--- src/common/bus_pkg.sv ---
// bus package for the gpio slave
// request and response layout, data widths and wait-state counts
`default_nettype none

package bus_pkg;

	////////////////////////////////////////////////////////////////////////////
	// widths
	localparam int ADDR_W = 32;
	localparam int DATA_W = 32;

	typedef logic [ADDR_W-1:0] addr_t;  // byte address
	typedef logic [DATA_W-1:0] data_t;  // one bus word

	////////////////////////////////////////////////////////////////////////////
	// request from the master, held stable while valid is high
	typedef struct packed {
		logic  valid;
		logic  rnw;         // 1 = read
		addr_t addr;
		data_t write_data;  // don't care on reads
	} bus_req_t;

	// response from the slave
	typedef struct packed {
		logic  ready;      // one cycle pulse
		logic  error;      // qualified by ready
		data_t read_data;  // holds between reads
	} bus_rsp_t;

	////////////////////////////////////////////////////////////////////////////
	// wait states, counted as edges with valid sampled high
	localparam int WRITE_WAIT = 3;
	localparam int READ_WAIT  = 4;

	// sized for the longer of the two waits
	typedef logic [$clog2(READ_WAIT+1)-1:0] wait_cnt_t;

endpackage

`default_nettype wire
--- src/common/gpio_map_pkg.sv ---
// gpio address map package
// output and input windows, vector types and the per-access decode struct
`default_nettype none

package gpio_map_pkg;

	////////////////////////////////////////////////////////////////////////////
	// address map
	localparam bus_pkg::addr_t GPIO_BASE  = 32'h0100_0000;
	localparam bus_pkg::addr_t GPO_OFFSET = 32'h0000_0000;  // output window, r/w
	localparam bus_pkg::addr_t GPI_OFFSET = 32'h0000_0020;  // input window, read only

	localparam int GPIO_WORDS   = 8;                      // words per window
	localparam int WORD_BYTES   = bus_pkg::DATA_W / 8;
	localparam int WORD_LSB     = $clog2(WORD_BYTES);     // first index bit in addr
	localparam int WINDOW_BYTES = GPIO_WORDS * WORD_BYTES;

	////////////////////////////////////////////////////////////////////////////
	// gpio side types
	typedef logic [$clog2(GPIO_WORDS)-1:0]       word_idx_t;
	typedef logic [GPIO_WORDS-1:0]               word_strobe_t;  // one bit per word
	typedef logic [GPIO_WORDS*bus_pkg::DATA_W-1:0] gpio_vec_t;

	// one completing access, only ever enabled for a legal address
	typedef struct packed {
		logic      wr_en;    // output word write
		logic      rd_en;    // read of either window
		logic      gpi_sel;  // 1 = input window
		word_idx_t index;
	} gpio_access_t;

endpackage

`default_nettype wire

--- src/verilog/gpio_slave_top.sv ---
// gpio slave top level
// bus slave with wait states in front of a 256 bit output / 256 bit input block
`timescale 1ns/100ps
`default_nettype none

module gpio_slave_top (
	input  wire logic                     BUS_agnt_vi,
	input  wire logic                     reset,
	// bus side
	input  wire logic                     valid,
	input  wire logic                     rnw,
	input  wire bus_pkg::addr_t           addr,
	input  wire bus_pkg::data_t           write_data,
	output logic                          ready,
	output logic                          error,
	output bus_pkg::data_t                read_data,
	// gpio side
	input  wire gpio_map_pkg::gpio_vec_t  gp_ip,
	output gpio_map_pkg::gpio_vec_t       gp_op,
	output gpio_map_pkg::word_strobe_t    gp_op_valid
);

	import bus_pkg::*;
	import gpio_map_pkg::*;

	bus_req_t     req;
	wire          bus_rsp_t rsp;
	gpio_access_t access;  // completing access, one cycle

	assign req = '{valid: valid, rnw: rnw, addr: addr, write_data: write_data};

	assign ready     = rsp.ready;
	assign error     = rsp.error;
	assign read_data = rsp.read_data;

	////////////////////////////////////////////////////////////////////////////
	// handshake and decode
	bus_cycle_ctrl bus_cycle_ctrl_inst (
		.BUS_agnt_vi (BUS_agnt_vi),
		.reset       (reset),
		.req         (req),
		.ready       (rsp.ready),
		.error       (rsp.error),
		.access      (access)
	);

	// output words
	gpo_regs gpo_regs_inst (
		.BUS_agnt_vi (BUS_agnt_vi),
		.reset       (reset),
		.access      (access),
		.write_data  (req.write_data),
		.gp_op       (gp_op),
		.gp_op_valid (gp_op_valid)
	);

	// read mux and register, reads back the live output vector
	read_path read_path_inst (
		.BUS_agnt_vi (BUS_agnt_vi),
		.reset       (reset),
		.access      (access),
		.gp_op       (gp_op),
		.gp_ip       (gp_ip),
		.read_data   (rsp.read_data)
	);

endmodule

`default_nettype wire

--- src/verilog/read_path.sv ---
// read data path of the gpio slave
// picks the addressed output or input word and registers it onto read_data
`timescale 1ns/100ps
`default_nettype none

module read_path (
	input  wire logic                        BUS_agnt_vi,
	input  wire logic                        reset,
	input  wire gpio_map_pkg::gpio_access_t  access,
	input  wire gpio_map_pkg::gpio_vec_t     gp_op,
	input  wire gpio_map_pkg::gpio_vec_t     gp_ip,
	output bus_pkg::data_t                   read_data
);

	import bus_pkg::*;
	import gpio_map_pkg::*;

	gpio_vec_t src;       // window being read
	data_t     rd_word;   // selected word

	// window, then word within it
	always_comb begin
		src     = access.gpi_sel ? gp_ip : gp_op;
		rd_word = src[access.index*DATA_W +: DATA_W];
	end

	////////////////////////////////////////////////////////////////////////////
	// read data register
	// loads only on a legal read and holds otherwise,
	// error responses leave the previous word in place
	always_ff @(posedge BUS_agnt_vi) begin
		if (reset) begin
			read_data <= '0;
		end else if (access.rd_en) begin
			read_data <= rd_word;  // same edge as ready
		end
	end

endmodule

`default_nettype wire

--- src/verilog/gpo_regs.sv ---
// general purpose output register bank
// eight bus words forming the 256 bit output vector, one valid pulse per write
`timescale 1ns/100ps
`default_nettype none

module gpo_regs (
	input  wire logic                        BUS_agnt_vi,
	input  wire logic                        reset,
	input  wire gpio_map_pkg::gpio_access_t  access,
	input  wire bus_pkg::data_t              write_data,
	output gpio_map_pkg::gpio_vec_t          gp_op,
	output gpio_map_pkg::word_strobe_t       gp_op_valid
);

	import bus_pkg::*;
	import gpio_map_pkg::*;

	word_strobe_t strobe;  // one-hot of the word being written

	always_comb begin
		strobe = '0;
		if (access.wr_en) begin
			strobe = word_strobe_t'(1) << access.index;
		end
	end

	////////////////////////////////////////////////////////////////////////////
	// output words and valid strobes
	always_ff @(posedge BUS_agnt_vi) begin
		if (reset) begin
			gp_op       <= '0;  // outputs come up low
			gp_op_valid <= '0;
		end else begin
			gp_op_valid <= strobe;  // access lasts one cycle, so does the pulse
			if (access.wr_en) begin
				gp_op[access.index*DATA_W +: DATA_W] <= write_data;  // other words keep
			end
		end
	end

endmodule

`default_nettype wire

--- src/bus_cycle/bus_cycle_ctrl.sv ---
// bus cycle controller for the gpio slave
// counts wait states, decodes the address, drives ready / error and the access strobe
`timescale 1ns/100ps
`default_nettype none

module bus_cycle_ctrl (
	input  wire logic                   BUS_agnt_vi,
	input  wire logic                   reset,
	input  wire bus_pkg::bus_req_t      req,
	output logic                        ready,
	output logic                        error,
	output gpio_map_pkg::gpio_access_t  access
);

	import bus_pkg::*;
	import gpio_map_pkg::*;

	typedef enum logic [1:0] {
		IDLE,   // waiting for valid
		COUNT,  // wait states running
		RESP    // ready is out, slave takes one cycle off
	} state_t;

	state_t    state;
	wait_cnt_t cnt;       // edges seen so far with valid high
	wait_cnt_t last_cnt;  // count value in the completion cycle
	addr_t     gpo_off;
	addr_t     gpi_off;
	logic      aligned;
	logic      in_gpo;
	logic      in_gpi;
	logic      legal;
	logic      done;

	////////////////////////////////////////////////////////////////////////////
	// address decode
	// offsets wrap below the window base, so one compare covers both bounds
	always_comb begin
		gpo_off = req.addr - (GPIO_BASE + GPO_OFFSET);
		gpi_off = req.addr - (GPIO_BASE + GPI_OFFSET);
		aligned = (req.addr & addr_t'(WORD_BYTES - 1)) == '0;
		in_gpo  = gpo_off < addr_t'(WINDOW_BYTES);
		in_gpi  = gpi_off < addr_t'(WINDOW_BYTES);
		legal   = aligned && (in_gpo || (in_gpi && req.rnw));  // gpi is read only
	end

	// the edge that ends the completion cycle is edge WRITE_WAIT or READ_WAIT
	// both waits are at least 2 since IDLE always accounts for edge 1
	always_comb begin
		last_cnt = req.rnw ? wait_cnt_t'(READ_WAIT - 1) : wait_cnt_t'(WRITE_WAIT - 1);
		done     = (state == COUNT) && req.valid && (cnt == last_cnt);
	end

	// access strobe is live during the completion cycle
	// so the register bank and read path update on the same edge as ready
	always_comb begin
		access         = '0;
		access.gpi_sel = in_gpi;
		access.index   = word_idx_t'(gpo_off >> WORD_LSB);  // both windows share the word bits
		access.wr_en   = done && legal && !req.rnw;
		access.rd_en   = done && legal && req.rnw;
	end

	////////////////////////////////////////////////////////////////////////////
	// wait-state fsm
	always_ff @(posedge BUS_agnt_vi) begin
		if (reset) begin
			state <= IDLE;
			cnt   <= '0;
			ready <= 1'b0;
			error <= 1'b0;
		end else begin
			ready <= 1'b0;  // low unless set below
			error <= 1'b0;
			case (state)
				IDLE: begin
					if (req.valid) begin  // edge 1 of the access
						state <= COUNT;
						cnt   <= wait_cnt_t'(1);
					end
				end
				COUNT: begin
					if (!req.valid) begin
						state <= IDLE;  // master gave up, nothing happens
					end else if (done) begin
						state <= RESP;
						ready <= 1'b1;
						error <= !legal;  // bad address, misaligned, or gpi write
					end else begin
						cnt <= cnt + 1'b1;
					end
				end
				RESP: begin
					state <= IDLE;  // ready / error drop here
				end
				default: begin
					state <= IDLE;
				end
			endcase
		end
	end

endmodule

`default_nettype wire

--- config.mk ---
export PLATFORM = sky130hd
export DESIGN_NAME = gpio_slave_top
export DESIGN_NICKNAME = d
export VERILOG_FILES = /design/src/common/bus_pkg.sv /design/src/common/gpio_map_pkg.sv /design/src/verilog/gpio_slave_top.sv /design/src/verilog/read_path.sv /design/src/verilog/gpo_regs.sv /design/src/bus_cycle/bus_cycle_ctrl.sv
export SDC_FILE = /design/constraint.sdc
export NUM_CORES = 1
export LEC_CHECK = 0
export BUFFER_PORTS_ARGS = -buffer_cell sky130_fd_sc_hd__buf_4
export CELL_PAD_IN_SITES_DETAIL_PLACEMENT = 0
export CELL_PAD_IN_SITES_GLOBAL_PLACEMENT = 1
export CORE_AREA = 4 4 237 239
export DETAILED_ROUTE_END_ITERATION = 16
export DIE_AREA = 0 0 241 243
export PLACE_DENSITY = 0.83
export SETUP_SLACK_MARGIN = 0.2
export SLEW_MARGIN = 20
export SYNTH_ARGS = -nofsm -noshare
export SYNTH_HDL_FRONTEND = slang
export SYNTH_SLANG_ARGS = --single-unit
export TNS_END_PERCENT = 30
--- constraint.sdc ---
create_clock -name BUS_agnt_vi -period 3.3 [get_ports BUS_agnt_vi]
set_clock_uncertainty 0.2 [all_clocks]
set_input_delay 0.33 -clock BUS_agnt_vi [delete_from_list [all_inputs] [get_ports BUS_agnt_vi]]
set_output_delay 0.33 -clock BUS_agnt_vi [all_outputs]
set_load 0.02 [all_outputs]
==> flow_metrics.py <==
metrics = {
    "worst_setup_path": {
        "critPathMostFrequentCell": "sky130_fd_sc_hd__buf_12",
        "crit_path_end_kind": "register",
        "worst_setup_startpoint": "addr[9]",
        "crit_required_ns": 3.56,
        "worst_r2r_startpoint": "bus_cycle_ctrl_inst.cnt[0]$_SDFFE_PP0P_",
        "critical_path_buf_inv_count": 7,
        "timing.critical_path.fanout_max": 6,
        "critPathSlowestCell": "sky130_fd_sc_hd__or4_4",
        "worst_path_largest_cell_delay_ns": 0.58,
        "category_of_cells_accounting_for_the_largest_share_of_critical_path_delay": "buffers and inverters",
        "path_class": "in -> reg",
        "cp_data_arrival_time_ns": 3.39,
        "critPathLaunchType": "input port",
        "path_cells": "buf_6 -> or4_4 -> buf_6 -> o31a_1 -> a211oi_2 -> and4bb_2 -> nand2_4 -> nor2_4 -> buf_12 -> buf_12 -> buf_16 -> o21ai_4 -> buf_12 -> clkbuf_16 -> a2111oi_2 -> a211oi_1",
    },
    "clock_tree": {
        "worst_setup_hold_path_clk_slew_ns": 0.06,
        "tritoncts": "yes",
        "clock_sink_count": 303,
        "clock_tree.htree_level_count": 2,
        "cts_made_buffers": 37,
        "cts_max_path_buffers": 3,
        "clk_latency_ns": 0.56,
        "cts-root-buf": "sky130_fd_sc_hd__clkbuf_16",
    },
    "sta": {
        "worstMarginPinSlew_ns": 1.33,
        "timing.max_slew.rel_slack_pct": 11.2,
        "setup-tns-final_ns": 0,
        "fmax_mhz": 320,
        "final.min_clock_period_ns": 3.13,
        "final_hold_viol_count": 0,
        "final-setup-viol-count": 0,
        "final_worst_path_cycle_share_pct": 94.8,
        "rsz0062_at_grt": "yes",
        "fin_worst_hold_slack_ns": 0.0407,
        "report.final.slew_viol_count": 0,
    },
    "route": {
        "drtIter0Drc": 2268,
        "wl_per_cell_um": 28.7,
        "drt_pass1_iterations": 7,
        "viasPerCell": 5.84,
        "postRouteAntennaNets": 0,
        "detail_route.drc_violations": 0,
        "via_count": 20300,
        "routed_wl_mm": 99.7,
    },
    "logic_synthesis": {
        "post_synth.cell_area_avg_um2": 7.76,
        "synth_fp_nets": 2407,
        "mappedNetlistArea_um2": 16100,
        "synth_cell_types": 72,
        "synth-edff-count": 0,
        "postSynthCellCount": 2076,
        "ys_seq_elements": 303,
        "sequential_cell_area_fraction_in_the_yosys_report_pct": 37.7,
        "yosysWarnings": 0,
        "post_synth_arst_share_pct": 0,
        "synth_top_flop_cell": "sky130_fd_sc_hd__dfxtp_1",
    },
    "power_and_ir_drop": {
        "power_per_cell_area_nw_per_um2": 359,
        "cellLeakagePower_nw": 10.0,
        "ir_worst_vdd_uv": 288,
    },
    "place": {
        "gpl.final_weighted_congestion": 0.919,
        "place_hpwl_mm": 70.2,
        "i_o_buffers": 621,
    },
    "min_path": {
        "min-delay-start": "gp_ip[146]",
        "hold_path_class": "in -> reg",
    },
    "grt": {
        "first_global_vias": 19800,
        "initial_antenna_violation_count": 5,
        "overall_global_routing_usage_pct": 32.0,
        "overflow": 0,
        "pin_count_of_the_biggest_net_entering_global_routing": 112,
        "grt_first_pass_wirelength_mm": 139,
    },
    "job": {
        "number_of_maximum_capacitance_constraint_violations": 0,
    },
    "die": {
        "placementRows": 85,
        "num_io_pins": 622,
        "die_h_um": 243,
        "fp.dieArea_um2": 58600,
        "die_w_um": 241,
        "initial_utilization_pct": 29.9,
        "core_area_um2": 53800,
    },
    "final_layout": {
        "nets": 3085,
        "synthToLayoutAreaGrowth_pct": 56.0,
        "post_route_cells_drive_above_1_share_pct": 36.2,
    },
    "run_status": {
        "run_status": "complete, no violations",
    },
}
[power by group]
| group | leakage [nW] | total, mW | switching, mW | internal [mW] |
|---|---|---|---|---|
| logic | 6.95 | 1.10 | 0.614 | 0.484 |
| registers | 2.44 | 3.66 | 0.00237 | 3.66 |
| clock network | 0.608 | 4.25 | 1.74 | 2.51 |
| total | 10.0 | 9.01 | 2.36 | 6.66 |
[stage by stage]
| step | area (um2) | setup slack, ns | total power [mW] | std cells | utilization [%] |
|---|---|---|---|---|---|
| finish | 25100 | 0.171 | 9.01 | 3480 | 46.7 |
| global route | 25100 | 0.0450 | 9.24 | 3479 | 46.7 |
| CTS | 24700 | 0.184 | 9.02 | 3473 | 45.8 |
| detailed placement | 22900 | -0.411 | 4.75 | 3360 | 42.5 |
| global placement | 22900 | -0.449 | 4.75 | 3360 | 42.5 |
| floorplan | 16200 | -0.0378 | 4.10 | 2076 | - |
[layout by cell type (no fill, tap or decap), types with 12 or more instances in the layout]
master	n
sky130_fd_sc_hd__o2111ai_1	14
sky130_fd_sc_hd__nand2_1	312
sky130_fd_sc_hd__o21ai_1	12
sky130_fd_sc_hd__a2111oi_4	13
sky130_fd_sc_hd__a211oi_1	22
sky130_fd_sc_hd__nor2_1	243
sky130_fd_sc_hd__nand2b_1	36
sky130_fd_sc_hd__a2111oi_2	22
sky130_fd_sc_hd__nor3_1	27
sky130_fd_sc_hd__clkbuf_16	38
sky130_fd_sc_hd__nand3_1	148
sky130_fd_sc_hd__dlygate4sd3_1	38
sky130_fd_sc_hd__o21ai_0	76
sky130_fd_sc_hd__o22ai_1	69
sky130_fd_sc_hd__and3_1	21
sky130_fd_sc_hd__buf_12	55
sky130_fd_sc_hd__buf_4	726
sky130_fd_sc_hd__mux4_2	39
sky130_fd_sc_hd__o22a_1	20
sky130_fd_sc_hd__dfxtp_1	303
sky130_fd_sc_hd__a21oi_1	298
sky130_fd_sc_hd__mux2i_1	21
sky130_fd_sc_hd__a211o_1	15
[metal layers]
| layer | up-vias | track usage [%] | part of all wire [%] |
|---|---|---|---|
| met5 | - | 0 | 0.010 |
| met4 | 2 | 13.2 | 4.3 |
| met3 | 251 | 7.39 | 10 |
| met2 | 1363 | 51.4 | 46 |
| met1 | 9866 | 41.2 | 39 |
| li1 | 8854 | - | - |
[tightest hold or removal path: cells and delay by family]
| kind | cells | cell delay, ns |
|---|---|---|
| AO/OA/AOI/OAI | 3 | 0.31 |
| buffers and inverters | 1 | 0.11 |
[path summary, 6_finish.rpt]
check	endpoint	slack (ns)	cells past startpoint
min reg2reg	gpo_regs_inst.gp_op[124]$_SDFFE_PP0P_	0.27	2
min	read_path_inst.read_data[18]$_SDFFE_PP0P_	0.04	4
max reg2reg	gpo_regs_inst.gp_op[50]$_SDFFE_PP0P_	0.37	9
max	read_path_inst.read_data[22]$_SDFFE_PP0P_	0.17	16
[area by class of cell]
| class | count | area [um2] |
|---|---|---|
| inverters | 10 | 37.5 |
| clock inverters | 12 | 171 |
| well taps | 696 | 871 |
| diodes | 1 | 2.50 |
| flip-flops and latches | 303 | 6070 |
| multi-input cells | 1571 | 9740 |
| repair buffers | 831 | 7160 |
| clock buffers | 56 | 1080 |
| fillers | 5176 | 28700 |
[repair_timing]
item	in CTS	in global routing
hold endpoints to repair	183	0
cloned	2	1
endpoints found under the setup margin	6	128
gates resized for setup	6	62
setup buffers	4	5
pin swaps	2	29
hold buffers	39	0
[registers in the layout, summed over array words and instances, names as in the netlist]
register and cells:
bus_cycle_ctrl_inst.cnt 3, bus_cycle_ctrl_inst.error 1, bus_cycle_ctrl_inst.ready 1, bus_cycle_ctrl_inst.state 2, gpo_regs_inst.gp_op 256, gpo_regs_inst.gp_op_valid 8
read_path_inst.read_data 32
[synth_stat cells, drive strengths merged, types with 10 or more instances]
cell type	instances	area, um2
a2111oi	36	497
a211o	15	131
a211oi	30	230
a21oi	300	1500
and2	11	68.8
and3	23	144
buf	53	303
clkbuf	139	526
dfxtp	303	6070
mux2i	29	290
mux4	39	878
nand2	319	1200
nand2b	36	225
nand3	151	756
nor2	255	991
nor3	29	156
o2111ai	15	149
o211ai	10	75.1
o21ai	90	458
o22a	20	175
o22ai	70	438
[logic make-up after synthesis]
kind of cell	after synthesis	synth area share [%]
and+or+nand+nor	870	24.3
AOI/OAI and AO/OA	618	24.4
DFF	303	37.7
buffers and inverters	202	5.38
muxes	72	7.54
adders and majority gates	7	0.544
xor gates and xnor gates	4	0.218
Note: power is estimated with default switching activity, not from simulation.
